$ cat src/rv_core_pkg.sv
package rv_core_pkg;

  // ------------------------------
  // Architectural constants
  // ------------------------------
  localparam int xlen       = 32;
  localparam int reg_addr_w = 5;

  localparam logic [xlen-1:0] reset_pc     = '0;
  localparam logic [31:0]     instr_nop    = 32'h0000_0013;
  localparam logic [31:0]     instr_ebreak = 32'h0010_0073;

  // Branch conditions, as carried in funct3
  localparam logic [2:0] f3_beq  = 3'b000;
  localparam logic [2:0] f3_bne  = 3'b001;
  localparam logic [2:0] f3_blt  = 3'b100;
  localparam logic [2:0] f3_bge  = 3'b101;
  localparam logic [2:0] f3_bltu = 3'b110;
  localparam logic [2:0] f3_bgeu = 3'b111;

  // ------------------------------
  // Encodings
  // ------------------------------
  typedef enum logic [6:0] {
    opc_load     = 7'b0000011,
    opc_misc_mem = 7'b0001111,
    opc_op_imm   = 7'b0010011,
    opc_auipc    = 7'b0010111,
    opc_store    = 7'b0100011,
    opc_op       = 7'b0110011,
    opc_lui      = 7'b0110111,
    opc_branch   = 7'b1100011,
    opc_jalr     = 7'b1100111,
    opc_jal      = 7'b1101111,
    opc_system   = 7'b1110011
  } opcode_e;

  typedef enum logic [3:0] {
    alu_add,
    alu_sub,
    alu_sll,
    alu_slt,
    alu_sltu,
    alu_xor,
    alu_srl,
    alu_sra,
    alu_or,
    alu_and,
    alu_pass_b
  } alu_op_e;

  typedef enum logic [1:0] {
    wb_alu,
    wb_mem,
    wb_pc_plus4
  } wb_src_e;

  // Matches funct3[1:0] of loads and stores
  typedef enum logic [1:0] {
    size_byte = 2'b00,
    size_half = 2'b01,
    size_word = 2'b10
  } mem_size_e;

  // Decoded control of one instruction
  typedef struct packed {
    logic                  reg_write;
    logic                  mem_read;
    logic                  mem_write;
    logic                  is_branch;
    logic                  is_jal;
    logic                  is_jalr;
    logic                  is_ebreak;
    logic                  alu_a_pc;
    logic                  alu_b_imm;
    alu_op_e               alu_op;
    wb_src_e               wb_src;
    mem_size_e             mem_size;
    logic                  mem_unsigned;
    logic [2:0]            funct3;
    logic [reg_addr_w-1:0] rd;
    logic [reg_addr_w-1:0] rs1;
    logic [reg_addr_w-1:0] rs2;
    logic [xlen-1:0]       imm;
  } ctrl_t;

endpackage
$ cat src/rv_core.sv
`timescale 1ns/1ps

module rv_core import rv_core_pkg::*; (
  input  logic            clk,
  input  logic            rst_n,
  output logic            imem_ren,
  output logic [xlen-1:0] imem_raddr,
  input  logic [31:0]     imem_rdata,
  output logic            dmem_ren,
  output logic [xlen-1:0] dmem_raddr,
  input  logic [xlen-1:0] dmem_rdata,
  output logic            dmem_we,
  output logic [xlen-1:0] dmem_waddr,
  output logic [xlen-1:0] dmem_wdata,
  output logic [3:0]      dmem_wstrb,
  output logic            ebreak
);

  ctrl_t           ctrl;
  logic [xlen-1:0] pc;
  logic [xlen-1:0] pc_plus4;
  logic            halted;
  logic            redirect;
  logic [xlen-1:0] redirect_target;
  logic [xlen-1:0] rs1_data;
  logic [xlen-1:0] rs2_data;
  logic [xlen-1:0] alu_result;
  logic [xlen-1:0] load_data;
  logic [xlen-1:0] wb_data;

  // ------------------------------
  // Datapath
  // ------------------------------
  rv_fetch u_fetch (
    .clk             (clk),
    .rst_n           (rst_n),
    .is_ebreak       (ctrl.is_ebreak),
    .redirect        (redirect),
    .redirect_target (redirect_target),
    .pc              (pc),
    .pc_plus4        (pc_plus4),
    .halted          (halted)
  );

  rv_decoder u_decoder (
    .instr (imem_rdata),
    .ctrl  (ctrl)
  );

  rv_regfile u_regfile (
    .clk      (clk),
    .rst_n    (rst_n),
    .rs1      (ctrl.rs1),
    .rs2      (ctrl.rs2),
    .rd       (ctrl.rd),
    .we       (ctrl.reg_write && !halted),
    .wdata    (wb_data),
    .rs1_data (rs1_data),
    .rs2_data (rs2_data)
  );

  rv_execute u_execute (
    .ctrl            (ctrl),
    .pc              (pc),
    .rs1_data        (rs1_data),
    .rs2_data        (rs2_data),
    .alu_result      (alu_result),
    .redirect        (redirect),
    .redirect_target (redirect_target)
  );

  rv_lsu u_lsu (
    .ctrl       (ctrl),
    .halted     (halted),
    .addr       (alu_result),
    .store_data (rs2_data),
    .dmem_ren   (dmem_ren),
    .dmem_we    (dmem_we),
    .dmem_raddr (dmem_raddr),
    .dmem_waddr (dmem_waddr),
    .dmem_wdata (dmem_wdata),
    .dmem_wstrb (dmem_wstrb),
    .dmem_rdata (dmem_rdata),
    .load_data  (load_data)
  );

  // Write-back select
  always_comb begin
    case (ctrl.wb_src)
      wb_mem:      wb_data = load_data;
      wb_pc_plus4: wb_data = pc_plus4;
      default:     wb_data = alu_result;
    endcase
  end

  assign imem_ren   = !halted;
  assign imem_raddr = pc;
  assign ebreak     = halted;

endmodule

$ cat src/rv_lsu.sv
`timescale 1ns/1ps

module rv_lsu import rv_core_pkg::*; (
  input  ctrl_t           ctrl,
  input  logic            halted,
  input  logic [xlen-1:0] addr,
  input  logic [xlen-1:0] store_data,
  output logic            dmem_ren,
  output logic            dmem_we,
  output logic [xlen-1:0] dmem_raddr,
  output logic [xlen-1:0] dmem_waddr,
  output logic [xlen-1:0] dmem_wdata,
  output logic [3:0]      dmem_wstrb,
  input  logic [xlen-1:0] dmem_rdata,
  output logic [xlen-1:0] load_data
);

  logic [xlen-1:0] word_addr;
  logic [1:0]      lane;
  logic [7:0]      rd_byte;
  logic [15:0]     rd_half;

  assign word_addr = {addr[xlen-1:2], 2'b00};
  assign lane      = addr[1:0];

  // No memory traffic once halted
  assign dmem_ren   = ctrl.mem_read && !halted;
  assign dmem_we    = ctrl.mem_write && !halted;
  assign dmem_raddr = word_addr;
  assign dmem_waddr = word_addr;

  // ------------------------------
  // Store lanes
  // ------------------------------
  always_comb begin
    case (ctrl.mem_size)
      size_byte: begin
        dmem_wdata = {4{store_data[7:0]}};
        dmem_wstrb = 4'b0001 << lane;
      end
      size_half: begin
        dmem_wdata = {2{store_data[15:0]}};
        dmem_wstrb = lane[1] ? 4'b1100 : 4'b0011;
      end
      default: begin
        dmem_wdata = store_data;
        dmem_wstrb = 4'b1111;
      end
    endcase
  end

  // ------------------------------
  // Load extraction
  // ------------------------------
  assign rd_byte = dmem_rdata[8*lane +: 8];
  assign rd_half = lane[1] ? dmem_rdata[31:16] : dmem_rdata[15:0];

  always_comb begin
    case (ctrl.mem_size)
      size_byte: load_data = {{24{rd_byte[7] && !ctrl.mem_unsigned}}, rd_byte};
      size_half: load_data = {{16{rd_half[15] && !ctrl.mem_unsigned}}, rd_half};
      default:   load_data = dmem_rdata;
    endcase
  end

endmodule

$ cat src/rv_execute.sv
`timescale 1ns/1ps

module rv_execute import rv_core_pkg::*; (
  input  ctrl_t           ctrl,
  input  logic [xlen-1:0] pc,
  input  logic [xlen-1:0] rs1_data,
  input  logic [xlen-1:0] rs2_data,
  output logic [xlen-1:0] alu_result,
  output logic            redirect,
  output logic [xlen-1:0] redirect_target
);

  logic [xlen-1:0] op_a;
  logic [xlen-1:0] op_b;
  logic [4:0]      shamt;
  logic            taken;
  logic [xlen-1:0] pc_target;

  // ------------------------------
  // ALU
  // ------------------------------
  assign op_a  = ctrl.alu_a_pc ? pc : rs1_data;
  assign op_b  = ctrl.alu_b_imm ? ctrl.imm : rs2_data;
  assign shamt = op_b[4:0];

  always_comb begin
    case (ctrl.alu_op)
      alu_add:    alu_result = op_a + op_b;
      alu_sub:    alu_result = op_a - op_b;
      alu_sll:    alu_result = op_a << shamt;
      alu_slt:    alu_result = xlen'($signed(op_a) < $signed(op_b));
      alu_sltu:   alu_result = xlen'(op_a < op_b);
      alu_xor:    alu_result = op_a ^ op_b;
      alu_srl:    alu_result = op_a >> shamt;
      alu_sra:    alu_result = $unsigned($signed(op_a) >>> shamt);
      alu_or:     alu_result = op_a | op_b;
      alu_and:    alu_result = op_a & op_b;
      alu_pass_b: alu_result = op_b;
      default:    alu_result = op_a + op_b;
    endcase
  end

  // ------------------------------
  // Branch condition
  // ------------------------------
  always_comb begin
    case (ctrl.funct3)
      f3_beq:  taken = (rs1_data == rs2_data);
      f3_bne:  taken = (rs1_data != rs2_data);
      f3_blt:  taken = ($signed(rs1_data) < $signed(rs2_data));
      f3_bge:  taken = ($signed(rs1_data) >= $signed(rs2_data));
      f3_bltu: taken = (rs1_data < rs2_data);
      f3_bgeu: taken = (rs1_data >= rs2_data);
      default: taken = 1'b0;
    endcase
  end

  // Branches and JAL are PC relative
  assign pc_target = pc + ctrl.imm;

  // JALR takes rs1 + imm from the ALU, bit 0 cleared
  assign redirect_target = ctrl.is_jalr ? {alu_result[xlen-1:1], 1'b0} : pc_target;

  assign redirect = ctrl.is_jal || ctrl.is_jalr || (ctrl.is_branch && taken);

endmodule

$ cat src/rv_regfile.sv
`timescale 1ns/1ps

module rv_regfile import rv_core_pkg::*; (
  input  logic                  clk,
  input  logic                  rst_n,
  input  logic [reg_addr_w-1:0] rs1,
  input  logic [reg_addr_w-1:0] rs2,
  input  logic [reg_addr_w-1:0] rd,
  input  logic                  we,
  input  logic [xlen-1:0]       wdata,
  output logic [xlen-1:0]       rs1_data,
  output logic [xlen-1:0]       rs2_data
);

  localparam int nregs = 2 ** reg_addr_w;

  // x0 has no storage
  logic [xlen-1:0] regs [1:nregs-1];

  always_ff @(posedge clk) begin
    if (!rst_n) begin
      for (int i = 1; i < nregs; i++) begin
        regs[i] <= '0;
      end
    end else if (we && (rd != '0)) begin
      regs[rd] <= wdata;
    end
  end

  // Reads see the value written at the previous edge
  assign rs1_data = (rs1 == '0) ? '0 : regs[rs1];
  assign rs2_data = (rs2 == '0) ? '0 : regs[rs2];

endmodule

$ cat src/rv_decoder.sv
`timescale 1ns/1ps

module rv_decoder import rv_core_pkg::*; (
  input  logic [31:0] instr,
  output ctrl_t       ctrl
);

  logic        legal;
  logic [2:0]  raw_f3;
  logic [6:0]  raw_f7;
  logic [31:0] dec;
  opcode_e     opcode;
  logic [2:0]  funct3;
  logic [6:0]  funct7;
  logic [xlen-1:0] imm_i;
  logic [xlen-1:0] imm_s;
  logic [xlen-1:0] imm_b;
  logic [xlen-1:0] imm_u;
  logic [xlen-1:0] imm_j;
  alu_op_e     alu_fn;

  assign raw_f3 = instr[14:12];
  assign raw_f7 = instr[31:25];

  // ------------------------------
  // Legality check
  // ------------------------------
  always_comb begin
    legal = 1'b0;
    case (opcode_e'(instr[6:0]))
      opc_op: begin
        legal = (raw_f7 == 7'h00) ||
                ((raw_f7 == 7'h20) && ((raw_f3 == 3'b000) || (raw_f3 == 3'b101)));
      end
      opc_op_imm: begin
        if (raw_f3 == 3'b001) begin
          legal = (raw_f7 == 7'h00);
        end else if (raw_f3 == 3'b101) begin
          legal = (raw_f7 == 7'h00) || (raw_f7 == 7'h20);
        end else begin
          legal = 1'b1;
        end
      end
      opc_lui, opc_auipc, opc_jal: legal = 1'b1;
      opc_jalr:     legal = (raw_f3 == 3'b000);
      opc_branch:   legal = (raw_f3[2:1] != 2'b01);
      opc_load:     legal = (raw_f3[1:0] != 2'b11) && (raw_f3[2:1] != 2'b11);
      opc_store:    legal = !raw_f3[2] && (raw_f3[1:0] != 2'b11);
      // Only EBREAK acts; ECALL and CSR accesses fall back to a NOP
      opc_system:   legal = (instr == instr_ebreak);
      // FENCE and unknown opcodes fall back to a NOP
      default:      legal = 1'b0;
    endcase
  end

  assign dec    = legal ? instr : instr_nop;
  assign opcode = opcode_e'(dec[6:0]);
  assign funct3 = dec[14:12];
  assign funct7 = dec[31:25];

  // Immediates
  assign imm_i = {{20{dec[31]}}, dec[31:20]};
  assign imm_s = {{20{dec[31]}}, dec[31:25], dec[11:7]};
  assign imm_b = {{19{dec[31]}}, dec[31], dec[7], dec[30:25], dec[11:8], 1'b0};
  assign imm_u = {dec[31:12], 12'h000};
  assign imm_j = {{11{dec[31]}}, dec[31], dec[19:12], dec[20], dec[30:21], 1'b0};

  // ALU function for OP and OP-IMM
  // SUB only exists in the register form
  always_comb begin
    case (funct3)
      3'b000:  alu_fn = ((opcode == opc_op) && funct7[5]) ? alu_sub : alu_add;
      3'b001:  alu_fn = alu_sll;
      3'b010:  alu_fn = alu_slt;
      3'b011:  alu_fn = alu_sltu;
      3'b100:  alu_fn = alu_xor;
      3'b101:  alu_fn = funct7[5] ? alu_sra : alu_srl;
      3'b110:  alu_fn = alu_or;
      default: alu_fn = alu_and;
    endcase
  end

  // ------------------------------
  // Control assembly
  // ------------------------------
  always_comb begin
    ctrl              = '0;
    ctrl.alu_op       = alu_add;
    ctrl.wb_src       = wb_alu;
    ctrl.mem_size     = mem_size_e'(funct3[1:0]);
    ctrl.mem_unsigned = funct3[2];
    ctrl.funct3       = funct3;
    ctrl.rd           = dec[11:7];
    ctrl.rs1          = dec[19:15];
    ctrl.rs2          = dec[24:20];
    ctrl.imm          = imm_i;
    case (opcode)
      opc_op: begin
        ctrl.reg_write = 1'b1;
        ctrl.alu_op    = alu_fn;
      end
      opc_op_imm: begin
        ctrl.reg_write = 1'b1;
        ctrl.alu_b_imm = 1'b1;
        ctrl.alu_op    = alu_fn;
      end
      opc_lui: begin
        ctrl.reg_write = 1'b1;
        ctrl.alu_b_imm = 1'b1;
        ctrl.alu_op    = alu_pass_b;
        ctrl.imm       = imm_u;
      end
      opc_auipc: begin
        ctrl.reg_write = 1'b1;
        ctrl.alu_a_pc  = 1'b1;
        ctrl.alu_b_imm = 1'b1;
        ctrl.imm       = imm_u;
      end
      opc_jal: begin
        ctrl.reg_write = 1'b1;
        ctrl.is_jal    = 1'b1;
        ctrl.wb_src    = wb_pc_plus4;
        ctrl.imm       = imm_j;
      end
      opc_jalr: begin
        // ALU forms rs1 + imm as the jump target
        ctrl.reg_write = 1'b1;
        ctrl.is_jalr   = 1'b1;
        ctrl.alu_b_imm = 1'b1;
        ctrl.wb_src    = wb_pc_plus4;
      end
      opc_branch: begin
        ctrl.is_branch = 1'b1;
        ctrl.imm       = imm_b;
      end
      opc_load: begin
        ctrl.reg_write = 1'b1;
        ctrl.mem_read  = 1'b1;
        ctrl.alu_b_imm = 1'b1;
        ctrl.wb_src    = wb_mem;
      end
      opc_store: begin
        ctrl.mem_write = 1'b1;
        ctrl.alu_b_imm = 1'b1;
        ctrl.imm       = imm_s;
      end
      opc_system: ctrl.is_ebreak = 1'b1;
      default: ;
    endcase
    // x0 is never written
    if (ctrl.rd == '0) begin
      ctrl.reg_write = 1'b0;
    end
  end

endmodule

$ cat src/rv_fetch.sv
`timescale 1ns/1ps

module rv_fetch import rv_core_pkg::*; (
  input  logic            clk,
  input  logic            rst_n,
  input  logic            is_ebreak,
  input  logic            redirect,
  input  logic [xlen-1:0] redirect_target,
  output logic [xlen-1:0] pc,
  output logic [xlen-1:0] pc_plus4,
  output logic            halted
);

  logic [xlen-1:0] pc_next;

  assign pc_plus4 = pc + xlen'(4);

  // Jumps and taken branches override the sequential path
  assign pc_next = redirect ? redirect_target : pc_plus4;

  // ------------------------------
  // PC register and halt latch
  // ------------------------------
  always_ff @(posedge clk) begin
    if (!rst_n) begin
      pc     <= reset_pc;
      halted <= 1'b0;
    end else if (!halted) begin
      if (is_ebreak) begin
        // PC stays on the EBREAK from here on
        halted <= 1'b1;
      end else begin
        pc <= pc_next;
      end
    end
  end

endmodule

$ cat config.mk
export PLATFORM = sky130hd
export DESIGN_NAME = rv_core
export DESIGN_NICKNAME = d
export VERILOG_FILES = /design/src/rv_core_pkg.sv /design/src/rv_core.sv /design/src/rv_lsu.sv /design/src/rv_execute.sv /design/src/rv_regfile.sv /design/src/rv_decoder.sv /design/src/rv_fetch.sv
export SDC_FILE = /design/constraint.sdc
export NUM_CORES = 2
export LEC_CHECK = 0
export BUFFER_PORTS_ARGS = -buffer_cell sky130_fd_sc_hd__buf_4
export CAP_MARGIN = 25
export CORE_MARGIN = 5
export CORE_UTILIZATION = 40
export DETAILED_ROUTE_END_ITERATION = 10
export PLACE_DENSITY_LB_ADDON = 0.12
export SETUP_SLACK_MARGIN = 0.2
export SLEW_MARGIN = 5
export SYNTH_ARGS = -nofsm -noshare
export SYNTH_HDL_FRONTEND = slang
export SYNTH_SLANG_ARGS = --single-unit
$ cat constraint.sdc
create_clock -name clk -period 12.6 [get_ports clk]
set_input_delay 2.52 -clock clk [delete_from_list [all_inputs] [get_ports clk]]
set_output_delay 2.52 -clock clk [all_outputs]
set_load 0.05 [all_outputs]
== Word level (Yosys, flattened, before mapping) ==
Memories as Yosys holds them, arrays and structs flattened.
Cells that the tools add are included.

* Bits in writable memories: 992
* Register bits after elaboration: 33
* Word-level logic and storage cells: 150
* Memories kept: 1

{| class="wikitable"
|+ Memories
! memory !! depth !! width !! read ports !! clocked after memory_dff !! write ports !! line !! text
|-
| u_regfile.regs || 31 || 32 || 2 || 0 || 31 || rv_regfile.sv:18 || <nowiki>logic [xlen-1:0] regs [1:nregs-1];</nowiki>
|}

* Eq/ne operators: 49
* Add/subtract/negate cells: 4
* Mux-type cells: 43
* Bitwise operators: 5
* Shifts and indexed selects: 5
* Reduce and logical (&&, ||, !) cells: 35
* $lt $le $gt $ge: 6

{| class="wikitable"
|+ Operator list
! operator !! count
|-
| $pmux W32 S10 || 1
|-
| $mux W32 || 8
|-
| $pmux W32 S2 || 3
|-
| $lt A32 B32 Y1 || 4
|-
| $pmux W31 S4 || 1
|-
| $add A32 B32 Y32 || 2
|-
| $ge A32 B32 Y1 || 2
|-
| $eq A7 B7 Y1 const B || 8
|-
| $eq A7 B6 Y1 const B || 7
|-
| $add A32 B3 Y32 const B || 1
|-
| $and A32 B32 Y32 || 1
|-
| $eq A32 B21 Y1 const B || 1
|-
| $eq A32 B32 Y1 || 1
|-
| $ne A32 B32 Y1 || 1
|-
| $or A32 B32 Y32 || 1
|-
| $reduce_or A32 Y1 || 1
|-
| $shiftx A32 B6 Y8 || 1
|-
| $shl A32 B5 Y32 || 1
|-
| $shr A32 B5 Y32 || 1
|-
| $sshr A32 B5 Y32 || 1
|-
| $sub A32 B32 Y32 || 1
|-
| $xor A32 B32 Y32 || 1
|-
| $eq A7 B5 Y1 const B || 4
|-
| $pmux W4 S7 || 1
|-
| other kinds (35) || 93
|}

== Depth between registers and ports, before layout ==
* Depth after elaboration: 18
* Gate-level depth with buffers: 43
* Gate-level depth less buffers: 31

== Cells and area by module ==
From an unflattened synthesis, not the netlist that was laid out.

* Cells, all modules: 6,184
* Area, all modules: 72,538.3 um2

{| class="wikitable"
|+ Modules (own cells, without submodules)
! module !! area an instance (um2) !! cells each !! instances !! seq. area each (um2)
|-
| rv_regfile || 54,214.5 || 3,505 || 1 || 30,749.5
|-
| rv_execute || 12,654.6 || 1,870 || 1 || 0.0
|-
| rv_fetch || 2,168.3 || 277 || 1 || 660.6
|-
| rv_lsu || 1,788.0 || 238 || 1 || 0.0
|-
| rv_decoder || 1,066.0 || 179 || 1 || 0.0
|-
| rv_core || 646.9 || 115 || 1 || 0.0
|}

== Worst setup path before layout ==
No wires, ideal clock.

* Path kind: input -> output
* Start point: in imem_rdata[20]
* End point: out dmem_waddr[30]
* Slack: -1.751 ns
* Arrival time: 11.831 ns
* Stages on the path: 36
* Cells stage by stage: buf_4 > buf_2 > buf_4 > buf_2 > buf_2 > buf_2 > buf_2 > buf_2 > buf_2 > buf_2 > buf_1 > clkbuf_1 > mux2i_1 > a221oi_1 > a31oi_1 > o221ai_1 > o21ai_0 > nor2_1 > nand2_1 > a21boi_0 > ha_1 > clkbuf_1 > nor2_1 > a221oi_1 > o211ai_1 > a311oi_1 > o211ai_1 > a311o_1 > a31o_2 > a21o_1 > a21oi_1 > o21ai_0 > o21ai_0 > a21oi_1 > a211oi_1 > buf_4

* Word-level cells in the longest chain between the ends: 10
* Elaborated cells between the ends (all ways): 56
* Those cells by class: add/sub: 2; eq/ne: 26; shift: 3; mux: 14; bitwise: 3; reduce/logical: 7; memory: 1

{| class="wikitable"
|+ RTL lines
! item !! line !! text
|-
| start: declaration || rv_core.sv:8 || <nowiki>input logic [31:0] imem_rdata,</nowiki>
|-
| $eq A32 B21 Y1 || rv_decoder.sv:50 || <nowiki>opc_system: legal = (instr == instr_ebreak);</nowiki>
|-
| $pmux W1 S8 || rv_decoder.sv:30 || <nowiki>case (opcode_e'(instr[6:0]))</nowiki>
|-
| $mux W32 (*) || rv_decoder.sv:56 || <nowiki>assign dec = legal ? instr : instr_nop;</nowiki>
|-
| parallel branches: the longest is 6 deep, another holds $mem_v2 Z31 W32 || - ||
|-
| $pmux W32 S10 (*) || rv_execute.sv:27 || <nowiki>case (ctrl.alu_op)</nowiki>
|-
| end: declaration || rv_core.sv:13 || <nowiki>output logic [xlen-1:0] dmem_waddr,</nowiki>
|}

Mark *: on every way between the ends.

== Final worst setup path ==
* Start point: in imem_rdata[13]
* End point: out dmem_waddr[30]

* Word-level cells in the longest chain between the ends: 13
* Elaborated cells between the ends (all ways): 69
* Those cells by class: add/sub: 2; eq/ne: 31; shift: 3; mux: 16; bitwise: 3; reduce/logical: 13; memory: 1

{| class="wikitable"
|+ RTL lines
! item !! line !! text
|-
| $eq A3 B3 Y1 or $logic_not A3 Y1 (tied branches) || rv_decoder.sv:33, rv_decoder.sv:38, rv_decoder.sv:45 ||
|-
| $logic_or A1 B1 Y1 || rv_decoder.sv:33 || <nowiki>((raw_f7 == 7'h20) && ((raw_f3 == 3'b000) || (raw_f3 == 3'b101)));</nowiki>
|-
| $logic_and A1 B1 Y1 || rv_decoder.sv:33 ||
|-
| $logic_or A1 B1 Y1 || rv_decoder.sv:32 || <nowiki>legal = (raw_f7 == 7'h00) ||</nowiki>
|-
| $pmux W1 S8 || rv_decoder.sv:30 ||
|-
| $mux W32 (*) || rv_decoder.sv:56 ||
|-
| parallel branches: the longest is 6 deep, another holds $mem_v2 Z31 W32 || - ||
|-
| $pmux W32 S10 (*) || rv_execute.sv:27 ||
|}

Marks and branches as above.

==> results_dict.tcl <==
set metrics [dict create \
    firstDrtPassIters 8 \
    drt_iter0_markers 11160 \
    grt.overflow.total 0 \
    cts_buffers 119 \
    synth-main-ff-cell "edfxtp_1" \
    post-route-period-util_pct 98.70 \
    synthTopCellsByCount "1221 x nor2_1, 1024 x edfxtp_1, 744 x nand2_1, 388 x a21oi_1, 357 x clkbuf_1" \
    cts.path.max_buffers 3 \
    path_buf_inv 8 \
    required_ns 10.08 \
    worstMarginPinSlew_ns 1.131 \
    path_clk_slew_ns 0.06 \
    power_density_mw_per_mm2 106.8 \
    crit_cells 30 \
    synth_warnings 0 \
    yosysTopAreaCellShare_pct 42.27 \
    synth_area_leaders "edfxtp_1 42%, nor2_1 6.3%, mux4_2 6.3%" \
    min_period_ns 12.44 \
    stdcell_area_mm2 0.08583 \
    startpoint_type "input port" \
    synth_top_area_cell "edfxtp_1" \
    critPathSlowestCell "a222oi_1" \
    grt_setup_unrepaired "no" \
    status "finished clean" \
    maxCapViolations 0 \
    die_area_mm2 0.1905 \
    final.setup_skew_ns 0.06440 \
    worstHoldStart "u_fetch.pc[24]" \
    fillers 17150 \
    r2r_start "u_regfile.regs[19][0]" \
    leakagePower_nw 31.99 \
    max_stage_delay_ns 0.70 \
    ant_nets 0 \
    cts.sinks 1057 \
    dp_slack_ns -0.2939 \
    ir_worst_vdd_mv 0.1370 \
    relSlewSlack_pct 22.65 \
    grt_pass1_vias 65650 \
    num_vias 70830 \
    drive_above_1_share_pct 23.78 \
    ys_seq_elements 1057 \
    multi_input_area_mm2 0.03820 \
    htree_levels 3 \
    cts-root-buf "clkbuf_16" \
    yosysMostFrequentCell "nor2_1" \
    holdPathStages 2 \
    setup_viol 0 \
    finalHoldViolations 0 \
    synth_edf_count 1024 \
    critical_path_arrival_ns 9.92 \
    critical-path-top-delay-family "compound AO/OA/AOI/OAI gates" \
    io_pins 202 \
    die_w_um 436.4 \
    setup_ws_ns 0.1633 \
    routabilityCongestion 1.061 \
    clock_latency_ns 0.83 \
    port_buffers 197 \
    async_reset_ff_share_pct 0 \
    synth.distinct_cells 118 \
    cp-end-kind "output port" \
    coreArea_mm2 0.1807 \
    row_count 156 \
    grt_max_degree 90 \
    worst-r2r-setup-slack_ns 4.79 \
    critPathMaxFanout 14 \
    grt_pass1_wl_mm 556.9 \
    route.detailed.drc 0 \
    grtUsageTotal_pct 41.71 \
    path_class "input port to output port" \
    avgViaCountPerCell 6.761 \
    fin_hold_ws_ns 0.6541 \
    die_y_um 436.4 \
    postPlaceCellArea_mm2 0.08165 \
    seqCellArea_mm2 0.03141 \
    area_growth_pct 18.00 \
    cpMostUsedCell "buf_4" \
    wire_per_inst_um 39.49 \
    syn_avg_cell_area_um2 9.677 \
    synth_cells 7517 \
    wirelength_mm 413.6 \
    min_to "u_fetch.pc[24]" \
    synth.cell_area_mm2 0.07274 \
    seq_area_frac_synth_pct 43.18 \
    worstRegToRegCells 25 \
    max_freq_mhz 80.41 \
    antenna_found_initial 28 \
    slew_violations 0 \
    min_path_type "register to register" \
    cts_tree "built" \
    nNetsFinal 8220 \
    hpwl_mm 295.7 \
    p_total_w 0.009171 \
    reg2reg_to "u_regfile.regs[16][16]" \
    start_util_pct 40.24 \
]
area by class of cell:
class,count,share of cell area [%]
Multi-Input combinational cell,5554,44.51
Inverter,219,0.9592
Clock buffer,143,3.599
Clock inverter,76,0.7726
Tap cell,2370,3.455
Sequential cell,1057,36.59
Antenna cell,20,0.05831
Timing Repair Buffer,1037,10.05
metal layers:
layer,wire (µm),global-route usage (%),vias to the layer above
li1,-,-,28830
met1,153800,53.54,35410
met2,176800,62.08,5411
met3,48950,10.87,1162
met4,33970,27.76,18
met5,147,0,-
through the flow:
step | setup TNS (ns) | instances | util [%]
2_1_floorplan | -0.03230 | 7552 | -
3_3_place_gp | -0.8297 | 10210 | 45.14
3_5_place_dp | -1.498 | 10220 | 45.17
4_1_cts | 0 | 10440 | 47.30
5_1_grt | 0 | 10460 | 47.47
6_report | 0 | 10480 | 47.49
layout by cell type (no fill, tap or decap), drive strengths merged, types with 45 or more instances in the layout:
cell,n
nor2,1377
buf,1035
edfxtp,1024
nand2,745
a21oi,389
mux2i,359
o21ai,317
nand3,274
inv,219
mux4,203
ha,164
clkbuf,144
mux2,114
nor3,110
a31oi,109
a221oi,104
a211oi,95
o211ai,84
o22ai,78
clkinv,66
o221ai,64
nor2b,61
and3,60
a21o,51
nand2b,49
a221o,45
o31ai,45
worst max path at each step:
| stage | from | to | slack, ns |
|---|---|---|---|
| floorplan | imem_rdata[6] | dmem_waddr[30] | -0.03 |
| global placement | imem_rdata[2] | dmem_wstrb[3] | -0.25 |
| detailed placement | imem_rdata[2] | dmem_wstrb[3] | -0.29 |
| CTS | imem_rdata[2] | dmem_raddr[29] | 0.23 |
| global route | imem_rdata[14] | dmem_wstrb[3] | 0.18 |
| finish | imem_rdata[13] | dmem_waddr[30] | 0.16 |
flip-flops by register name (all words and copies together), names as in the netlist:
register,flops
u_fetch.halted,1
u_fetch.pc,32
u_regfile.regs,1024
where the power goes:
group	switching (W)	total (W)	internal, W
clock	0.00155	0.00345	0.00191
sequential	0.0000751	0.00404	0.00397
combinational	0.00114	0.00167	0.000535
total	0.00276	0.00917	0.00641
tightest hold or removal path: stages (launching register included):
cell	delay [ns]
dfxtp_1	0.42
nand3_1	0.11
o21ai_0	0.07
cell families after synthesis:
group | after synthesis | share of synthesized area, %
other cells | 1 | 0.005155
flops | 1057 | 43.18
xor+xnor | 63 | 0.7586
compound gates | 1753 | 16.86
mux | 676 | 13.03
buf+inv | 941 | 5.910
fa+ha+maj | 166 | 2.876
simple gates | 2860 | 17.37
what timing repair did:
action	CTS	global route
hold buffers	0	0
resized for setup	13	40
setup buffers	4	15
pin swaps	7	18
setup endpoints to repair	22	28
endpoints found under the hold margin	0	0
Power figures use the tool's default switching activity.
